`src/fpu_defs.svh`:
```
// fpu extension constants: major opcodes, funct7 groups, register count, bus width
`ifndef FPU_DEFS_SVH
`define FPU_DEFS_SVH

// major opcodes claimed by the unit
`define FPU_OPCODE_OPFP  7'b1010011   // OP-FP arithmetic
`define FPU_OPCODE_LD    7'b0000111   // LOAD-FP, FLW
`define FPU_OPCODE_ST    7'b0100111   // STORE-FP, FSW

// funct7 of the kept OP-FP groups, fmt bits = 00 (single)
`define FPU_F7_SGNJ      7'b0010000   // fsgnj / fsgnjn / fsgnjx
`define FPU_F7_MINMAX    7'b0010100   // fmin / fmax

// width field of a word access
`define FPU_WIDTH_W      3'b010

// register file depth
`define FPU_NREGS        32

// wishbone address width
`define FPU_AW           32

// canonical quiet nan for fmin/fmax on two nans
`define FPU_CANON_NAN    32'h7fc00000

`endif

```
`src/fpu_pkg.sv`:
```
// fpu extension types: instruction layout, operation codes, decode-to-execute record
package fpu_pkg;

  // raw instruction word split by field, msb first
  // r-type and i/s-type share this layout, offsets spread over several fields
  typedef struct packed {
    logic [4:0] funct5;     // [31:27]
    logic [1:0] fmt;        // [26:25], 00 = single
    logic [4:0] rs2;        // [24:20], also imm[4:0] of a load
    logic [4:0] rs1;        // [19:15]
    logic [2:0] width_rm;   // [14:12], width on ld/st, rm on op-fp
    logic [4:0] rd;         // [11:7], also imm[4:0] of a store
    logic [6:0] opcode;     // [6:0]
  } fpu_insn_t;

  // operations the execute stage knows
  typedef enum logic [2:0] {
    OP_SGNJ  = 3'd0,
    OP_SGNJN = 3'd1,
    OP_SGNJX = 3'd2,
    OP_MIN   = 3'd3,
    OP_MAX   = 3'd4,
    OP_LOAD  = 3'd5,
    OP_STORE = 3'd6,
    OP_NONE  = 3'd7   // not claimed
  } fpu_op_e;

  // decode -> execute record
  typedef struct packed {
    logic        start;   // claimed word
    fpu_op_e     op;
    logic [4:0]  rs1;     // fp source a
    logic [4:0]  rs2;     // fp source b, store data
    logic [4:0]  rd;      // fp destination
    logic [11:0] imm;     // raw ld/st offset, sign-extended later
    logic [2:0]  frm;     // rounding mode, none of the kept ops round
  } decode_execute_t;

endpackage

```
`src/fpu_decode.sv`:
```
// fpu decode: claims supported fp instructions, drives register selects, builds execute record
`timescale 1ns/10ps
`include "fpu_defs.svh"

module fpu_decode (
  input  fpu_pkg::fpu_insn_t       insn,
  input  logic [31:0]              int_rs1,    // base register value from the core
  output logic                     insn_claim,
  output logic [4:0]               rsel_s_0,
  output logic [4:0]               rsel_s_1,
  output logic [4:0]               rsel_d,
  output fpu_pkg::decode_execute_t idex,
  output logic [31:0]              mem_addr
);

  logic [6:0]       funct7;
  logic [11:0]      imm;
  logic             is_opfp;
  logic             is_ld;
  logic             is_st;
  logic             width_ok;
  fpu_pkg::fpu_op_e op;

  assign funct7   = {insn.funct5, insn.fmt};
  assign is_opfp  = (insn.opcode == `FPU_OPCODE_OPFP);
  assign is_ld    = (insn.opcode == `FPU_OPCODE_LD);
  assign is_st    = (insn.opcode == `FPU_OPCODE_ST);
  assign width_ok = (insn.width_rm == `FPU_WIDTH_W);   // only flw / fsw

  // i-type vs s-type offset
  assign imm = is_st ? {insn.funct5, insn.fmt, insn.rd} : {insn.funct5, insn.fmt, insn.rs2};

  // core reads int rs1 from rsel_s_0, fp regs use the same fields
  assign rsel_s_0 = insn.rs1;
  assign rsel_s_1 = insn.rs2;
  assign rsel_d   = is_st ? 5'd0 : insn.rd;   // rd bits are offset on a store

  assign mem_addr = int_rs1 + {{20{imm[11]}}, imm};

  always_comb begin
    // op select
    op = fpu_pkg::OP_NONE;
    if (is_ld && width_ok) begin
      op = fpu_pkg::OP_LOAD;
    end else if (is_st && width_ok) begin
      op = fpu_pkg::OP_STORE;
    end else if (is_opfp && funct7 == `FPU_F7_SGNJ) begin
      case (insn.width_rm)
        3'd0:    op = fpu_pkg::OP_SGNJ;
        3'd1:    op = fpu_pkg::OP_SGNJN;
        3'd2:    op = fpu_pkg::OP_SGNJX;
        default: op = fpu_pkg::OP_NONE;   // reserved rm
      endcase
    end else if (is_opfp && funct7 == `FPU_F7_MINMAX) begin
      case (insn.width_rm)
        3'd0:    op = fpu_pkg::OP_MIN;
        3'd1:    op = fpu_pkg::OP_MAX;
        default: op = fpu_pkg::OP_NONE;
      endcase
    end

    // claim from the supported set, kept apart from the op table
    insn_claim = ((is_ld || is_st) && width_ok) ||
                 (is_opfp && funct7 == `FPU_F7_SGNJ   && insn.width_rm < 3'd3) ||
                 (is_opfp && funct7 == `FPU_F7_MINMAX && insn.width_rm < 3'd2);

    idex.start = insn_claim;
    idex.op    = op;
    idex.rs1   = insn.rs1;
    idex.rs2   = (is_opfp || is_st) ? insn.rs2 : 5'd0;   // load has offset here
    idex.rd    = is_st ? 5'd0 : insn.rd;
    idex.imm   = imm;
    idex.frm   = is_opfp ? insn.width_rm : 3'd0;   // passed along, unused downstream

    // claim table and op table must agree
    a_claim_has_op: assert (!insn_claim || op != fpu_pkg::OP_NONE)
      else $error("claimed word decoded to OP_NONE");
  end

endmodule

```
`src/fpu_regfile.sv`:
```
// fpu register file: 32 x 32-bit, two combinational read ports, one write port
`timescale 1ns/10ps
`include "fpu_defs.svh"

module fpu_regfile (
  input  logic        CLK,
  input  logic        rst_n,
  input  logic [4:0]  raddr_a,
  input  logic [4:0]  raddr_b,
  input  logic [4:0]  waddr,
  input  logic        we,
  input  logic [31:0] wdata,
  output logic [31:0] rdata_a,
  output logic [31:0] rdata_b
);

  logic [31:0] regs [`FPU_NREGS];   // f0 is a normal register

  always_ff @(posedge CLK or negedge rst_n) begin
    if (!rst_n) begin
      for (int i = 0; i < `FPU_NREGS; i++) begin
        regs[i] <= '0;   // all regs read as +0 after reset
      end
    end else if (we) begin
      regs[waddr] <= wdata;
    end
  end

  // no bypass, a write lands at the edge and is visible next cycle
  assign rdata_a = regs[raddr_a];
  assign rdata_b = regs[raddr_b];

  // write address comes from execute's stage or pending load
  a_waddr_known: assert property (
    @(posedge CLK) disable iff (!rst_n) we |-> !$isunknown(waddr)
  ) else $error("regfile write with unknown address");

endmodule

```
`src/fpu_execute.sv`:
```
// fpu execute: stage register, sign injection and min/max, write-back, load/store sequencing
`timescale 1ns/10ps
`include "fpu_defs.svh"

module fpu_execute (
  input  logic                     CLK,
  input  logic                     rst_n,
  input  logic                     accept,      // word taken this edge
  input  fpu_pkg::decode_execute_t idex,
  input  logic [31:0]              mem_addr,
  input  logic [31:0]              rdata_a,
  input  logic [31:0]              rdata_b,
  input  logic [31:0]              bus_rdata,
  input  logic                     bus_ack,
  output logic [4:0]               raddr_a,
  output logic [4:0]               raddr_b,
  output logic                     we,
  output logic [4:0]               waddr,
  output logic [31:0]              wdata,
  output logic                     bus_req,
  output logic                     bus_we,
  output logic [`FPU_AW-1:0]       bus_addr,
  output logic [31:0]              bus_wdata,
  output logic                     busy,
  output logic                     done
);

  logic                st_vld;    // stage holds a fresh word
  fpu_pkg::fpu_op_e    st_op;
  logic [4:0]          st_rd;
  logic [`FPU_AW-1:0]  st_addr;
  logic                st_mem;
  logic                arith;
  logic                pend;      // bus access outstanding
  logic                ld_wr;
  logic                nan_a;
  logic                nan_b;
  logic                a_lt_b;
  logic [31:0]         result;

  // control flops
  always_ff @(posedge CLK or negedge rst_n) begin
    if (!rst_n) begin
      st_vld <= 1'b0;
      pend   <= 1'b0;
      done   <= 1'b0;
    end else begin
      st_vld <= accept & idex.start;
      if (bus_req) begin
        pend <= 1'b1;
      end else if (bus_ack) begin
        pend <= 1'b0;   // ack edge closes the access
      end
      done <= arith | (pend & bus_ack);   // one cycle after write / ack
    end
  end

  // payload, held while busy since nothing else is accepted
  always_ff @(posedge CLK) begin
    if (accept) begin
      st_op   <= idex.op;
      st_rd   <= idex.rd;
      raddr_a <= idex.rs1;
      raddr_b <= idex.rs2;
      st_addr <= mem_addr[`FPU_AW-1:0];
    end
  end

  assign st_mem = (st_op == fpu_pkg::OP_LOAD) || (st_op == fpu_pkg::OP_STORE);
  assign arith  = st_vld & ~st_mem;

  // nan: exp all ones, mantissa nonzero
  assign nan_a = (rdata_a[30:23] == 8'hff) && (rdata_a[22:0] != 23'd0);
  assign nan_b = (rdata_b[30:23] == 8'hff) && (rdata_b[22:0] != 23'd0);

  // sign-magnitude order, -0 below +0
  assign a_lt_b = (rdata_a[31] != rdata_b[31]) ? rdata_a[31] :
                  rdata_a[31] ? (rdata_a[30:0] > rdata_b[30:0])
                              : (rdata_a[30:0] < rdata_b[30:0]);

  always_comb begin
    result = rdata_a;
    case (st_op)
      fpu_pkg::OP_SGNJ:  result = {rdata_b[31], rdata_a[30:0]};
      fpu_pkg::OP_SGNJN: result = {~rdata_b[31], rdata_a[30:0]};
      fpu_pkg::OP_SGNJX: result = {rdata_a[31] ^ rdata_b[31], rdata_a[30:0]};
      fpu_pkg::OP_MIN, fpu_pkg::OP_MAX: begin
        if (nan_a && nan_b) begin
          result = `FPU_CANON_NAN;
        end else if (nan_a) begin
          result = rdata_b;            // one nan -> the other operand
        end else if (nan_b) begin
          result = rdata_a;
        end else if ((st_op == fpu_pkg::OP_MIN) == a_lt_b) begin
          result = rdata_a;
        end else begin
          result = rdata_b;
        end
      end
      default: result = rdata_a;     // ld/st, result unused
    endcase
  end

  // write-back, load data lands on the ack edge
  assign ld_wr = pend & bus_ack & (st_op == fpu_pkg::OP_LOAD);
  assign we    = arith | ld_wr;
  assign waddr = st_rd;
  assign wdata = ld_wr ? bus_rdata : result;

  // bus request, one cycle after accept
  assign bus_req   = st_vld & st_mem;
  assign bus_we    = (st_op == fpu_pkg::OP_STORE);
  assign bus_addr  = st_addr;
  assign bus_wdata = rdata_b;   // store data from rs2
  assign busy      = bus_req | pend;

  a_no_accept_busy: assert property (
    @(posedge CLK) disable iff (!rst_n) !(accept && busy)
  ) else $error("instruction accepted while busy");

  a_req_pulse: assert property (
    @(posedge CLK) disable iff (!rst_n) bus_req |=> !bus_req
  ) else $error("bus request longer than one cycle");

endmodule

```
`src/fpu_wb_master.sv`:
```
// wishbone classic master doing one word read or write per request and holding the cycle until ack
`timescale 1ns/10ps
`include "fpu_defs.svh"

module fpu_wb_master (
  input  logic               CLK,
  input  logic               rst_n,
  input  logic               req,         // single-cycle start
  input  logic               req_we,
  input  logic [`FPU_AW-1:0] req_addr,
  input  logic [31:0]        req_wdata,
  input  logic               ack,
  input  logic [31:0]        dat_r,
  output logic               cyc,
  output logic               stb,
  output logic               we,
  output logic [`FPU_AW-1:0] adr,
  output logic [31:0]        dat_w,
  output logic [3:0]         sel,
  output logic [31:0]        rdata,
  output logic               ack_pulse
);

  logic [31:0] rdata_q;   // last word read

  // cycle control
  always_ff @(posedge CLK or negedge rst_n) begin
    if (!rst_n) begin
      cyc <= 1'b0;
      stb <= 1'b0;
      we  <= 1'b0;
    end else if (req) begin
      cyc <= 1'b1;   // cyc and stb rise together
      stb <= 1'b1;
      we  <= req_we;
    end else if (cyc && ack) begin
      cyc <= 1'b0;   // drop on the edge after ack seen
      stb <= 1'b0;
      we  <= 1'b0;
    end
  end

  // address and data latch
  always_ff @(posedge CLK) begin
    if (req) begin
      adr   <= req_addr;
      dat_w <= req_wdata;
    end
    if (cyc && ack && !we) begin
      rdata_q <= dat_r;
    end
  end

  assign sel       = 4'hf;   // word access only
  assign ack_pulse = cyc & ack;
  // read data valid during the ack cycle and held after
  assign rdata     = ack_pulse ? dat_r : rdata_q;

  a_stb_in_cyc: assert property (
    @(posedge CLK) disable iff (!rst_n) stb |-> cyc
  ) else $error("stb without cyc");

  // execute must not issue while a cycle is open
  a_req_idle: assert property (
    @(posedge CLK) disable iff (!rst_n) req |-> !cyc
  ) else $error("request during open bus cycle");

endmodule

```
`src/fpu_ext.sv`:
```
// fpu extension top: decode, execute, register file and wishbone master for the core
`timescale 1ns/10ps
`include "fpu_defs.svh"

module fpu_ext (
  input  logic               CLK,
  input  logic               rst_n,
  // core side
  input  logic               insn_valid,
  input  logic [31:0]        insn,
  input  logic [31:0]        int_rs1,     // core's value of rsel_s_0
  output logic               insn_claim,
  output logic [4:0]         rsel_s_0,
  output logic [4:0]         rsel_s_1,
  output logic [4:0]         rsel_d,
  output logic               busy,
  output logic               done,
  // wishbone
  output logic               cyc,
  output logic               stb,
  output logic               we,
  output logic [`FPU_AW-1:0] adr,
  output logic [31:0]        dat_w,
  output logic [3:0]         sel,
  input  logic [31:0]        dat_r,
  input  logic               ack
);

  fpu_pkg::decode_execute_t idex;
  logic [31:0]              mem_addr;
  logic                     accept;
  logic [4:0]               rf_raddr_a;
  logic [4:0]               rf_raddr_b;
  logic [4:0]               rf_waddr;
  logic                     rf_we;
  logic [31:0]              rf_wdata;
  logic [31:0]              rf_rdata_a;
  logic [31:0]              rf_rdata_b;
  logic                     bus_req;
  logic                     bus_we;
  logic [`FPU_AW-1:0]       bus_addr;
  logic [31:0]              bus_wdata;
  logic [31:0]              bus_rdata;
  logic                     bus_ack;

  // handshake, core holds the word while busy
  assign accept = insn_valid & insn_claim & ~busy;

  fpu_decode u_decode (
    .insn       (fpu_pkg::fpu_insn_t'(insn)),
    .int_rs1    (int_rs1),
    .insn_claim (insn_claim),
    .rsel_s_0   (rsel_s_0),
    .rsel_s_1   (rsel_s_1),
    .rsel_d     (rsel_d),
    .idex       (idex),
    .mem_addr   (mem_addr)
  );

  fpu_regfile u_regfile (
    .CLK     (CLK),
    .rst_n   (rst_n),
    .raddr_a (rf_raddr_a),
    .raddr_b (rf_raddr_b),
    .waddr   (rf_waddr),
    .we      (rf_we),
    .wdata   (rf_wdata),
    .rdata_a (rf_rdata_a),
    .rdata_b (rf_rdata_b)
  );

  fpu_execute u_execute (
    .CLK       (CLK),
    .rst_n     (rst_n),
    .accept    (accept),
    .idex      (idex),
    .mem_addr  (mem_addr),
    .rdata_a   (rf_rdata_a),
    .rdata_b   (rf_rdata_b),
    .bus_rdata (bus_rdata),
    .bus_ack   (bus_ack),
    .raddr_a   (rf_raddr_a),
    .raddr_b   (rf_raddr_b),
    .we        (rf_we),
    .waddr     (rf_waddr),
    .wdata     (rf_wdata),
    .bus_req   (bus_req),
    .bus_we    (bus_we),
    .bus_addr  (bus_addr),
    .bus_wdata (bus_wdata),
    .busy      (busy),
    .done      (done)
  );

  fpu_wb_master u_wb_master (
    .CLK       (CLK),
    .rst_n     (rst_n),
    .req       (bus_req),
    .req_we    (bus_we),
    .req_addr  (bus_addr),
    .req_wdata (bus_wdata),
    .ack       (ack),
    .dat_r     (dat_r),
    .cyc       (cyc),
    .stb       (stb),
    .we        (we),
    .adr       (adr),
    .dat_w     (dat_w),
    .sel       (sel),
    .rdata     (bus_rdata),
    .ack_pulse (bus_ack)
  );

endmodule

```
`config.mk`:
```
export PLATFORM = sky130hd
export DESIGN_NAME = fpu_ext
export DESIGN_NICKNAME = d
export VERILOG_FILES = /design/src/fpu_pkg.sv /design/src/fpu_decode.sv /design/src/fpu_regfile.sv /design/src/fpu_execute.sv /design/src/fpu_wb_master.sv /design/src/fpu_ext.sv
export VERILOG_INCLUDE_DIRS = /design/src /design/src/src
export SDC_FILE = /design/constraint.sdc
export NUM_CORES = 2
export LEC_CHECK = 0
export ABC_AREA = 1
export BUFFER_PORTS_ARGS = -buffer_cell sky130_fd_sc_hd__buf_2
export CORE_MARGIN = 4
export CORE_UTILIZATION = 35
export CTS_CLUSTER_SIZE = 25
export DETAILED_ROUTE_END_ITERATION = 16
export PLACE_DENSITY = 0.6
export SYNTH_ARGS = -nofsm -noshare
export SYNTH_HDL_FRONTEND = slang
export SYNTH_HIERARCHICAL = 1
export SYNTH_SLANG_ARGS = --single-unit
```
`constraint.sdc`:
```
create_clock -name CLK -period 5.1 [get_ports CLK]
set_input_delay 0.255 -clock CLK [delete_from_list [all_inputs] [get_ports CLK]]
set_output_delay 0.255 -clock CLK [all_outputs]
set_load 0.05 [all_outputs]
```
==> results by stage <==
Status:
- The flow ran to the end, and the final reports show no timing, DRC or antenna violations.

Critical path:
- The startpoint identified for the worst register-to-register timing path is u_execute/raddr_b[1].
- The endpoint kind of the worst setup timing path is a flip-flop.
- The biggest cell delay along the critical path is 0.60 ns.
- The number of buffer and inverter stages on the critical path is 11.
- The highest fanout seen on the critical path is 44.
- The required time of the critical path is 5.77 ns.
- The endpoint identified for the worst register-to-register timing path is u_regfile/regs[703].
- The worst reg-to-reg path cell count is 25.
- The critical path is of the reg2reg type.
- The launching element type of the critical path is a flip-flop.
- The critical path arrival is 5.60 ns.
- For flop-to-flop paths, the worst setup slack is 0.17 ns.
- On the critical path the largest part of the delay comes from buffers and inverters.
- The slowest stage of the critical path belongs to the cell nor4_1.

Floorplan:
- The core region is 0.190 mm^2.
- The die covers 0.199 mm^2.
- The initial cell density of the core is 35.2%.
- Measured along the y axis, the die boundary spans 446 um.
- The cell row count is 160.
- The die width is 446 um.
- The number of top-level design ports is around 190.

Clocking:
- Clock tree synthesis selected as its root buffer the cell clkbuf_16.
- For this design, the sink count on the clock tree is 1175.
- The clock slew seen by the registers of the worst setup and hold paths is approximately 0.060 ns.
- The CTS tree is done.
- The number of buffers created by CTS is roughly 140.
- The deepest clock path buffer count is 3.
- For the worst-skew pair, the clock arrives at the later sink with an insertion delay of around 0.82 ns.
- Buffers added to address setup during post-CTS repair amount to 0.
- The CTS H-tree depth is 4.

Timing:
- In this run the tightest slew margin relative to its limit is roughly 14%.
- For the pin with the worst max-slew slack, the measured transition is approximately 1.3 ns.
- Setup repair after global routing could not meet its margin everywhere.
- Across all hold checks on the routed design, the worst slack comes to roughly 0.051 ns.
- The shortest period the worst path allows is 4.93 ns.
- The final setup skew is 0.0410 ns.
- The count of endpoints failing hold in the final timing report was 0.
- The count of endpoints failing setup in the final report is 0.
- The summed negative setup slack over all endpoints is 0 ns.
- Timing would allow up to around 200 MHz.
- The worst setup margin is about 0.17 ns.
- The final max-slew violation count is 0.
- The final worst-path cycle share is a little over nine tenths.

Yosys:
- The mapped netlist covers 0.0671 mm^2.
- The count of synthesis-stage warnings from yosys is 6.
- The number of instances in the synthesized netlist is 9722.
- The average footprint of a synthesized cell is slightly below 7 um^2.

Routing:
- Before antenna repair, the detailed router went through 6 iterations.
- The count of vias placed by the detailed router is 69000.
- The total routed wirelength is 282000 um.
- After the first detailed-routing iteration, the DRC count stood at 9602.
- The count of nets left with antenna violations once routing finished came out at 0.
- In the routed layout, each cell is associated on average with a via count of 5.63.
- After detailed routing, the number of remaining DRC violations is 0.
- The post-detailed-route wirelength per cell is 23.0 um.

Placed design:
- In this run the cell area measured after placement is 0.0717 mm^2.
- The placed wire-length estimate after detailed placement is 164000 um.
- The congestion estimate from routability-driven global placement came to 0.925.
- Input and output buffers added on the ports amount to ~180.
- OpenSTA, run right after detailed placement, puts the worst setup slack at 0.158 ns.

Min path:
- The worst hold endpoint is u_execute/bus_addr[27].
- The path class of the tightest hold or removal check is in2reg.
- The number of stages on the worst hold path is 4.
- The worst min-delay path startpoint is int_rs1[27].

Finish:
- After filler insertion, the fill cell instance count of the layout stands at between 15000 and 20000.
- The area of all placed cells without fillers is a little under 0.08 mm^2.
- Relative to the synthesized area, the layout overhead comes to 15.2%.
- The final core area utilization is 40.6%.
- At the end of the flow, the number of nets in the layout was about 9800.
- The post-route netlist has 8.28% of its cells at a drive strength greater than 1.

Job:
- Max-cap violations in this run came to 0.

Global route:
- Global routing consumed, over all layers together, 27.5% of the routing resources.
- The total grt overflow is 0.
- The global-route wire length before repair is 416000 um.
- Entering global routing, the biggest net connects 180 pins.
- The via count of the first global-routing pass came to 64200.
- The number of antenna violations at the first check in global routing came to 19.

Power:
- The worst-case IR drop observed on VDD is 0.000321 V.
- Power spread over the standard cell area amounts to 263 mW/mm^2.
- The analysis attributes to cell leakage a power of 35.4 nW.
==> placed cells by master, fill, tap and decap left out, drive strengths merged, types with 7 or more instances in the layout <==
cell type and count:
diode 14, o21ai 898, dlygate4sd3 80, ha 62, buf 484, or2 9, inv 287, nor2 251
nand3 1603, clkbuf 197, nor3 23, nand2 4368, a21oi 195, xor2 12, clkinv 36, nand4 14
bufinv 11, nor4 7, dfrtp 1029, edfxtp 146
==> flip-flops by register name, summed over array words and instances, names as in the netlist <==
register,cells
u_wb_master/rdata_q,32
u_wb_master/stb,1
u_execute/st_vld,1
u_wb_master/adr,32
u_execute/waddr,5
u_wb_master/dat_w,32
u_execute/raddr_b,5
u_execute/bus_addr,32
u_execute/pend,1
u_execute/st_op,3
u_regfile/regs,1024
u_execute/raddr_a,5
u_execute/done,1
u_wb_master/we,1
==> per-stage QoR <==
stage	power [W]	cells
global route	0.0209	12200
CTS	0.0205	12200
floorplan	0.00995	9725
finish	0.0204	12300
detailed placement	0.0103	11900
global placement	0.0103	11900
==> layer usage <==
layer | vias to the layer above | share of wire [%] | track usage [%] | wire (um)
met3 | 840 | 11 | 6.54 | 32200
met1 | 32700 | 40 | 36.7 | 112000
met4 | 4 | 6.1 | 14.9 | 17100
met5 | - | 0.0078 | 0 | 22
li1 | 31200 | - | - | -
met2 | 4260 | 43 | 41.1 | 120000
==> report_power, final <==
part           internal, W  leakage [nW]  switching (W)
sequential         0.00949          15.5    0.000000999
combinational     0.000193          17.6       0.000494
clock              0.00597          2.26        0.00422
total               0.0156          35.4        0.00471
==> timing repair <==
item / 4_1_cts / 5_1_grt
hold buffers: 80 / 0
hold endpoints to repair: 144 / 0
endpoints found under the setup margin: 0 / 968
gates resized for setup: 0 / 32
==> cell type report <==
class	count	area [um^2]	area share (%)
Multi-Input combinational cell	7463	32600	42.2
Sequential cell	1175	30100	39.0
Timing Repair Buffer	569	5690	7.36
Clock buffer	192	3950	5.11
Tap cell	2511	3140	4.06
Inverter	281	1130	1.46
Clock inverter	54	612	0.792
Antenna cell	14	35.0	0.0453
==> worst min-delay path, stage by stage <==
cell and delay (ns):
buf_2 0.10, ha_1 0.22, nand3_1 0.10, nand2_1 0.06
==> worst max path at each step <==
stage	startpoint	to	slack [ns]	depth (start not counted)
final	u_execute/raddr_b[1]	u_regfile/regs[703]	0.17	25
after global routing	u_execute/raddr_b[0]	u_regfile/regs[609]	-0.01	36
after CTS	u_execute/raddr_a[0]	u_regfile/regs[703]	0.10	33
after detailed placement	u_execute/raddr_a[0]	u_regfile/regs[863]	0.16	33
after global placement	u_execute/raddr_a[0]	u_regfile/regs[33]	0.21	33
after floorplan	u_execute/raddr_b[0]	u_regfile/regs[852]	1.21	35
Note: power is estimated with default switching activity, not from simulation.
